`config.mk`:
```
export PLATFORM = sky130hd
export DESIGN_NAME = dilated_conv_top
export DESIGN_NICKNAME = d
export VERILOG_FILES = /design/src/rtl/dconv_pkg.sv /design/src/rtl/tap_delay_line.sv /design/src/rtl/dilated_window_buffer.sv /design/src/rtl/weight_regs.sv /design/src/rtl/window_mac.sv /design/src/rtl/dilated_conv_top.sv
export SDC_FILE = /design/constraint.sdc
export NUM_CORES = 2
export LEC_CHECK = 0
export ABC_AREA = 1
export BUFFER_PORTS_ARGS = -buffer_cell sky130_fd_sc_hd__clkbuf_2
export CAP_MARGIN = 20
export CORE_ASPECT_RATIO = 1.2
export CORE_MARGIN = 2
export CORE_UTILIZATION = 45
export CTS_CLUSTER_DIAMETER = 150
export DETAILED_ROUTE_END_ITERATION = 12
export GPL_TIMING_DRIVEN = 0
export PLACE_DENSITY_LB_ADDON = 0.1
export SYNTH_ARGS = -nofsm -noshare
export SYNTH_HDL_FRONTEND = slang
export SYNTH_SLANG_ARGS = --single-unit
```
`constraint.sdc`:
```
create_clock -name clk -period 14.5 [get_ports clk]
set_input_delay 0.725 -clock clk [delete_from_list [all_inputs] [get_ports clk]]
set_output_delay 0.725 -clock clk [all_outputs]
set_load 0.02 [all_outputs]
```
`src/rtl/dconv_pkg.sv`:
```
`default_nettype none

package dconv_pkg;

	//////////////////////////////////////////////////////////////////////
	// Data widths

	parameter int PIXEL_W  = 8;
	parameter int WEIGHT_W = 8;
	// Nine 16-bit products need four extra bits
	parameter int ACC_W    = 20;

	typedef logic signed [PIXEL_W-1:0]           pixel_t;
	typedef logic signed [WEIGHT_W-1:0]          weight_t;
	typedef logic signed [PIXEL_W+WEIGHT_W-1:0]  prod_t;
	typedef logic signed [ACC_W-1:0]             acc_t;

	//////////////////////////////////////////////////////////////////////
	// 3x3 window and kernel, first digit is row, second is column

	typedef struct packed {
		pixel_t tap_00;
		pixel_t tap_01;
		pixel_t tap_02;
		pixel_t tap_10;
		pixel_t tap_11;
		pixel_t tap_12;
		pixel_t tap_20;
		pixel_t tap_21;
		pixel_t tap_22;
	} window_t;

	typedef struct packed {
		weight_t tap_00;
		weight_t tap_01;
		weight_t tap_02;
		weight_t tap_10;
		weight_t tap_11;
		weight_t tap_12;
		weight_t tap_20;
		weight_t tap_21;
		weight_t tap_22;
	} kernel_t;

endpackage

`default_nettype wire

```
`src/rtl/tap_delay_line.sv`:
```
`timescale 1ns/100ps
`default_nettype none

module tap_delay_line
	import dconv_pkg::*;
#(
	parameter int DEPTH = 2
) (
	input  logic   clk,
	input  logic   reset,
	input  logic   shift,
	input  pixel_t din,
	output pixel_t dout
);

	pixel_t stages [DEPTH];

	// Moves one place per accepted pixel, holds otherwise
	always_ff @(posedge clk) begin
		if (reset) begin
			for (int i = 0; i < DEPTH; i++) begin
				stages[i] <= '0;
			end
		end else if (shift) begin
			stages[0] <= din;
			for (int i = 1; i < DEPTH; i++) begin
				stages[i] <= stages[i-1];
			end
		end
	end

	// Oldest entry is DEPTH pixels behind din
	assign dout = stages[DEPTH-1];

endmodule

`default_nettype wire

```
`src/rtl/dilated_window_buffer.sv`:
```
`timescale 1ns/100ps
`default_nettype none

module dilated_window_buffer
	import dconv_pkg::*;
#(
	parameter int IMAGE_WIDTH  = 12,
	parameter int IMAGE_HEIGHT = 12,
	parameter int RATE         = 2
) (
	input  logic    clk,
	input  logic    reset,
	input  logic    pix_valid,
	input  pixel_t  pix_data,
	output logic    pix_ready,
	input  logic    stride2,
	output logic    win_valid,
	output window_t win,
	input  logic    win_ready
);

	localparam int COL_W   = $clog2(IMAGE_WIDTH);
	localparam int ROW_W   = $clog2(IMAGE_HEIGHT);
	// Distance from the left tap of one kernel row to the right tap of the row above
	localparam int ROW_GAP = RATE*IMAGE_WIDTH - 2*RATE;

	logic             accept;
	logic             keep;
	logic             stride_ok;
	logic [COL_W-1:0] col;
	logic [ROW_W-1:0] row;
	logic [COL_W-1:0] col_off;
	logic [ROW_W-1:0] row_off;

	// chain[0] is the newest pixel, chain[8] the oldest tap
	pixel_t chain [9];

	//////////////////////////////////////////////////////////////////////
	// Handshake

	assign pix_ready = !win_valid || win_ready;
	assign accept    = pix_valid && pix_ready;

	//////////////////////////////////////////////////////////////////////
	// Dilated tap chain
	// Order along the chain: 22 21 20 12 11 10 02 01 00

	assign chain[0] = pix_data;

	genvar i;
	generate
		for (i = 0; i < 8; i++) begin : g_taps
			// Every third gap jumps back one dilated row
			localparam int DEPTH = (i % 3 == 2) ? ROW_GAP : RATE;

			tap_delay_line #(
				.DEPTH(DEPTH)
			) tap_delay_line_inst (
				.clk  (clk),
				.reset(reset),
				.shift(accept),
				.din  (chain[i]),
				.dout (chain[i+1])
			);
		end
	endgenerate

	//////////////////////////////////////////////////////////////////////
	// Position of the newest pixel

	always_ff @(posedge clk) begin
		if (reset) begin
			col <= '0;
			row <= '0;
		end else if (accept) begin
			if (col == COL_W'(IMAGE_WIDTH - 1)) begin
				col <= '0;
				if (row == ROW_W'(IMAGE_HEIGHT - 1)) begin
					row <= '0;
				end else begin
					row <= row + 1'b1;
				end
			end else begin
				col <= col + 1'b1;
			end
		end
	end

	// Offsets from the first full window of the frame
	assign col_off = col - COL_W'(2*RATE);
	assign row_off = row - ROW_W'(2*RATE);

	// Stride2 keeps even offsets in both directions
	assign stride_ok = !stride2 || (!col_off[0] && !row_off[0]);

	// Whole window inside the image, wrap-around windows are dropped
	assign keep = (col >= COL_W'(2*RATE)) && (row >= ROW_W'(2*RATE)) && stride_ok;

	//////////////////////////////////////////////////////////////////////
	// Window register

	always_ff @(posedge clk) begin
		if (reset) begin
			win_valid <= 1'b0;
		end else if (accept) begin
			win_valid <= keep;
		end else if (win_ready) begin
			win_valid <= 1'b0;
		end
	end

	// Taps are sampled before this edge's shift, together with the new pixel
	always_ff @(posedge clk) begin
		if (accept) begin
			win.tap_22 <= chain[0];
			win.tap_21 <= chain[1];
			win.tap_20 <= chain[2];
			win.tap_12 <= chain[3];
			win.tap_11 <= chain[4];
			win.tap_10 <= chain[5];
			win.tap_02 <= chain[6];
			win.tap_01 <= chain[7];
			win.tap_00 <= chain[8];
		end
	end

endmodule

`default_nettype wire

```
`src/rtl/weight_regs.sv`:
```
`timescale 1ns/100ps
`default_nettype none

module weight_regs
	import dconv_pkg::*;
(
	input  logic    clk,
	input  logic    reset,
	input  logic    w_valid,
	input  weight_t w_data,
	output kernel_t kernel
);

	logic [3:0]    idx;
	// Element 8 is tap_00, element 0 is tap_22
	weight_t [8:0] regs;

	// Serial load in row-major order
	always_ff @(posedge clk) begin
		if (reset) begin
			idx  <= '0;
			regs <= '0;
		end else if (w_valid) begin
			regs[4'd8 - idx] <= w_data;
			if (idx == 4'd8) begin
				idx <= '0;
			end else begin
				idx <= idx + 1'b1;
			end
		end
	end

	assign kernel = regs;

endmodule

`default_nettype wire

```
`src/rtl/window_mac.sv`:
```
`timescale 1ns/100ps
`default_nettype none

module window_mac
	import dconv_pkg::*;
(
	input  logic    clk,
	input  logic    reset,
	input  logic    win_valid,
	input  window_t win,
	output logic    win_ready,
	input  kernel_t kernel,
	output logic    res_valid,
	output acc_t    res_data,
	input  logic    res_ready
);

	// Flat views, same element order for pixels and weights
	pixel_t  [8:0] taps;
	weight_t [8:0] wts;

	prod_t   [8:0] prod;
	logic          prod_valid;
	logic          prod_ready;

	acc_t    [8:0] ext;
	acc_t          sum_a;
	acc_t          sum_b;
	acc_t          sum_c;
	acc_t          sum_d;
	acc_t          sum_ab;
	acc_t          sum_cde;
	acc_t          sum;

	assign taps = win;
	assign wts  = kernel;

	// Backward ready chain
	assign prod_ready = !res_valid || res_ready;
	assign win_ready  = !prod_valid || prod_ready;

	//////////////////////////////////////////////////////////////////////
	// Stage one, nine signed products

	always_ff @(posedge clk) begin
		if (reset) begin
			prod_valid <= 1'b0;
		end else if (win_ready) begin
			prod_valid <= win_valid;
		end
	end

	always_ff @(posedge clk) begin
		if (win_valid && win_ready) begin
			for (int i = 0; i < 9; i++) begin
				prod[i] <= taps[i] * wts[i];
			end
		end
	end

	//////////////////////////////////////////////////////////////////////
	// Stage two, adder tree

	always_comb begin
		for (int i = 0; i < 9; i++) begin
			ext[i] = acc_t'(prod[i]);
		end
	end

	assign sum_a   = ext[0] + ext[1];
	assign sum_b   = ext[2] + ext[3];
	assign sum_c   = ext[4] + ext[5];
	assign sum_d   = ext[6] + ext[7];
	assign sum_ab  = sum_a + sum_b;
	// Odd ninth term joins here
	assign sum_cde = sum_c + sum_d + ext[8];
	assign sum     = sum_ab + sum_cde;

	always_ff @(posedge clk) begin
		if (reset) begin
			res_valid <= 1'b0;
		end else if (prod_ready) begin
			res_valid <= prod_valid;
		end
	end

	always_ff @(posedge clk) begin
		if (prod_valid && prod_ready) begin
			res_data <= sum;
		end
	end

endmodule

`default_nettype wire

```
`src/rtl/dilated_conv_top.sv`:
```
`timescale 1ns/100ps
`default_nettype none

module dilated_conv_top
	import dconv_pkg::*;
#(
	parameter int IMAGE_WIDTH  = 12,
	parameter int IMAGE_HEIGHT = 12,
	parameter int RATE         = 2
) (
	input  logic    clk,
	input  logic    reset,
	input  logic    pix_valid,
	input  pixel_t  pix_data,
	output logic    pix_ready,
	input  logic    stride2,
	input  logic    w_valid,
	input  weight_t w_data,
	output logic    res_valid,
	output acc_t    res_data,
	input  logic    res_ready
);

	logic    win_valid;
	logic    win_ready;
	window_t win;
	kernel_t kernel;

	//////////////////////////////////////////////////////////////////////
	// Pixel stream to windows

	dilated_window_buffer #(
		.IMAGE_WIDTH (IMAGE_WIDTH),
		.IMAGE_HEIGHT(IMAGE_HEIGHT),
		.RATE        (RATE)
	) dilated_window_buffer_inst (
		.clk      (clk),
		.reset    (reset),
		.pix_valid(pix_valid),
		.pix_data (pix_data),
		.pix_ready(pix_ready),
		.stride2  (stride2),
		.win_valid(win_valid),
		.win      (win),
		.win_ready(win_ready)
	);

	weight_regs weight_regs_inst (
		.clk    (clk),
		.reset  (reset),
		.w_valid(w_valid),
		.w_data (w_data),
		.kernel (kernel)
	);

	//////////////////////////////////////////////////////////////////////
	// Windows to sums

	window_mac window_mac_inst (
		.clk      (clk),
		.reset    (reset),
		.win_valid(win_valid),
		.win      (win),
		.win_ready(win_ready),
		.kernel   (kernel),
		.res_valid(res_valid),
		.res_data (res_data),
		.res_ready(res_ready)
	);

endmodule

`default_nettype wire

```
==> summary.txt <==
Outcome
  – Status: finished clean

Pwr
  – PD cells: 81.5 mW/mm^2
  – Total power: 5000 uW
  – Peak VDD IR: 0.105 mV
  – P_leak: 0.0304 uW

Detailed routing
  – DRC errors left: 0
  – ANT nets after route: 0
  – DR vias: 37,600
  – Post-DR vias/cell: 4.63
  – 1st-iter DRT viols: 2,000
  – DRT Pass-1 Iters: 7
  – DRT Wirelength: 125 mm
  – Routed WL per cell: 15.4 um

Worst setup path
  – Data required time of the worst path: 14.93 ns
  – Reg2reg start: window_mac_inst.ext[80]$_DFFE_PP_
  – Crit start category: flip-flop
  – Capturing point of the worst reg2reg path: window_mac_inst.res_data[19]$_DFFE_PP_
  – CP peak stage delay: 0.59 ns
  – Worst-path fanout max: 5
  – Slowest CP cell: fa_1
  – Most frequent CP cell: nand2_1
  – Crit path arrival time: 5.55 ns
  – Kind of critical path: reg -> reg
  – CP Capture Point: window_mac_inst.res_data[19]$_DFFE_PP_
  – Crit. End Element: flip-flop
  – R2r worst-path depth: 23
  – CP Launch Point: window_mac_inst.ext[80]$_DFFE_PP_
  – Crit path cell chain: ha_1 -> inv_1 -> fa_1 -> o21ai_0 -> nand2_1 -> nand2_1 -> nand2_1 -> nand3_1 -> nand2_1 -> fa_1 -> inv_1 -> fa_1 -> inv_1 -> fa_1 -> inv_1 -> ha_1 -> nand2_1 -> nor2_1 -> nand2_1 -> nor2_1 -> nand2_1 -> nand4_1 -> nand2_1
  – Reg2Reg Setup Slack: 9.37 ns

Layout
  – Fill count: 12,000
  – Non-filler cells, final: 8,119
  – P&R area growth vs syn: 9.20%
  – Share of post-route cells with drive strength above 1: 4.32%
  – Final Cell Area: 0.0614 sq mm
  – # nets final: 7,326

Logic synthesis
  – Syn avg cell area: 8.97 sq um
  – Synth unique cells: 37
  – Async set or reset register ratio after synthesis: 0%
  – Mapped Area: 0.0562 sq mm
  – Yosys top cell area share: 34.8%
  – Synth Instances: 6,269
  – Area contributors post-synth: edfxtp_1 (35%), fa_1 (20%), inv_1 (12%)
  – Register area share after synthesis: 37.9%
  – Number of flops mapped to enable cells by yosys: 652
  – Synth Warn #: 0
  – Syn_nets: 7,196
  – Top FF cell, synth: edfxtp_1
  – Cell taking the most area after synthesis: edfxtp_1
  – Most instantiated cells after synthesis: inv_1 (1,727), nand2_1 (1,240), edfxtp_1 (652)
  – Top-count cell post-synth: inv_1
  – Yosys reg bits: 739

GRT
  – Antenna violations before repair: 2
  – First-pass GRT wire length: 202 mm
  – Remaining Overflow, GRT: 0
  – Number of global-route vias before repair: 37,700
  – Largest net degree at the start of global routing: 88
  – Total Routing Usage GR: 20.2%

CTS
  – Setup bufs post-CTS: 0
  – Htree depth: 3
  – CTS Buffer Depth: 3
  – Root buf cell: clkbuf_16
  – Cts bufs inserted: 81
  – CTS tree: yes
  – CTS Hold Bufs: 0
  – Worst skew pair latency: 0.70 ns
  – Reg clk slew, reported paths: 0.07 ns
  – CTS sink count: 739
  – Resized Gates After CTS: 0

Placed design
  – Placer congestion estimate: 0.929
  – Placed Cells incl. Taps: 7,972
  – Post-DP HPWL: 100 mm
  – PortBufs: 34
  – DP Worst Slack: 9.31 ns
  – DP Area: 0.0588 sq mm

Timing
  – Final period util: 35.4%
  – Worst setup margin: 9.37 ns
  – Minimum clock period: 5.13 ns
  – RSZ-0062 raised after global routing: false
  – Clock skew: 0.0396 ns
  – Slew Limit Fails: 0
  – Worst slew margin: 24.1%
  – Final Hold Vio Count: 0
  – Setup violators final: 0
  – Worst slew pin tran: 1.14 ns
  – Fmax achieved: 0.195 GHz

Floorplanning
  – Chip Width: 327 um
  – Die height: 391 um
  – IO Pins: 44
  – Initial core utilization: 45.2%
  – Core Rows: 142
  – Die Area: 0.128 sq mm
  – Core footprint: 0.124 sq mm

Flow run
  – Max Cap Viol: 0

Min path
  – Hold WC Path Type: in -> reg
[sequential cells by signal (all words and copies together), names as in the netlist]
register                                                      flops
dilated_window_buffer_inst.g_taps.tap_delay_line_inst.stages    416
window_mac_inst.ext                                             144
dilated_window_buffer_inst.win                                   72
weight_regs_inst.kernel                                          72
window_mac_inst.res_data                                         20
dilated_window_buffer_inst.col                                    4
dilated_window_buffer_inst.row                                    4
weight_regs_inst.idx                                              4
dilated_window_buffer_inst.win_valid                              1
window_mac_inst.prod_valid                                        1
window_mac_inst.res_valid                                         1
[layout by cell type (no fill, tap or decap), types with 17 or more instances in the layout]
| master | instances |
|---|---|
| a21oi_1 | 199 |
| ha_1 | 353 |
| clkbuf_2 | 34 |
| o21bai_1 | 18 |
| nor2_1 | 602 |
| nand4_1 | 26 |
| nand3_1 | 210 |
| dfxtp_1 | 87 |
| or2_2 | 59 |
| clkbuf_1 | 176 |
| buf_2 | 17 |
| inv_1 | 1725 |
| xor2_1 | 96 |
| xnor2_1 | 67 |
| buf_4 | 31 |
| nand2_1 | 1239 |
| o21ai_0 | 98 |
| fa_1 | 552 |
| clkbuf_16 | 82 |
| edfxtp_1 | 652 |
[per-layer routing]
layer | share of wire [%] | up-vias | wire, um | GRT usage [%]
li1 | - | 18900 | - | -
met1 | 45 | 18000 | 56500 | 26.4
met2 | 49 | 509 | 61600 | 35.3
met3 | 3.0 | 139 | 3700 | 2.04
met4 | 2.7 | 2 | 3440 | 6.65
met5 | 0.0088 | - | 11 | 0
[metrics by stage]
step                setup TNS [ns]  util (%)  hold WS [ns]
CTS                              0      49.4         0.182
global placement           -595.47      47.0         0.405
global route                     0      49.4         0.204
floorplan                        0         -         0.400
finish                           0      49.4         0.239
detailed placement               0      47.3         0.405
[layout make-up]
type                            instances  area, sq um  share of cell area (%)
Inverter                             1734         6520                    10.6
Clock buffer                          105         2150                    3.50
Tap cell                             1656         2070                    3.37
Buffer                                206          907                    1.48
Antenna cell                            1         2.50                 0.00408
Clock inverter                         41          467                   0.760
Timing Repair Buffer                   47          458                   0.746
Sequential cell                       739        21300                    34.7
Multi-Input combinational cell       3590        27500                    44.8
[cells by family (layout without fill, tap and decap cells)]
logic type      Yosys count  after routing  synth area share [%]
compound gates          338            338                  3.17
xor+xnor                164            164                  2.57
fa+ha+maj               905            905                  27.5
buf+inv                1940           2133                  13.2
flops                   739            739                  37.9
other cells               0              1                     0
simple gates           2183           2183                  15.6
[where the power goes]
group / switching (uW) / internal (uW) / leakage [uW]
Sequential: 33.6 / 2420 / 0.00765
Combinational: 332 / 160 / 0.0215
Clock: 890 / 1170 / 0.00127
[worst max-delay path, delay by kind of cell, from the launching register on]
kind                     cells  cell delay (ns)
flip-flops                   1             0.33
adder cells (fa/ha/maj)      6             2.46
AO/OA/AOI/OAI                1             0.40
buffers and inverters        4             0.22
AND/OR/NAND/NOR             12             1.47
[worst min-delay path by stage]
stage | startpoint | to | slack [ns] | depth (start not counted)
floorplan | flip-flop | dilated_window_buffer_inst.win[64]$_DFFE_PP_ | 0.40 | 0
global placement | flip-flop | dilated_window_buffer_inst.win[65]$_DFFE_PP_ | 0.41 | 0
detailed placement | flip-flop | dilated_window_buffer_inst.win[66]$_DFFE_PP_ | 0.40 | 0
CTS | pix_data[7] | dilated_window_buffer_inst.win[7]$_DFFE_PP_ | 0.18 | 1
global route | pix_data[7] | dilated_window_buffer_inst.win[7]$_DFFE_PP_ | 0.20 | 1
finish | pix_data[2] | dilated_window_buffer_inst.win[2]$_DFFE_PP_ | 0.24 | 1
(Power assumes the default switching activity.)
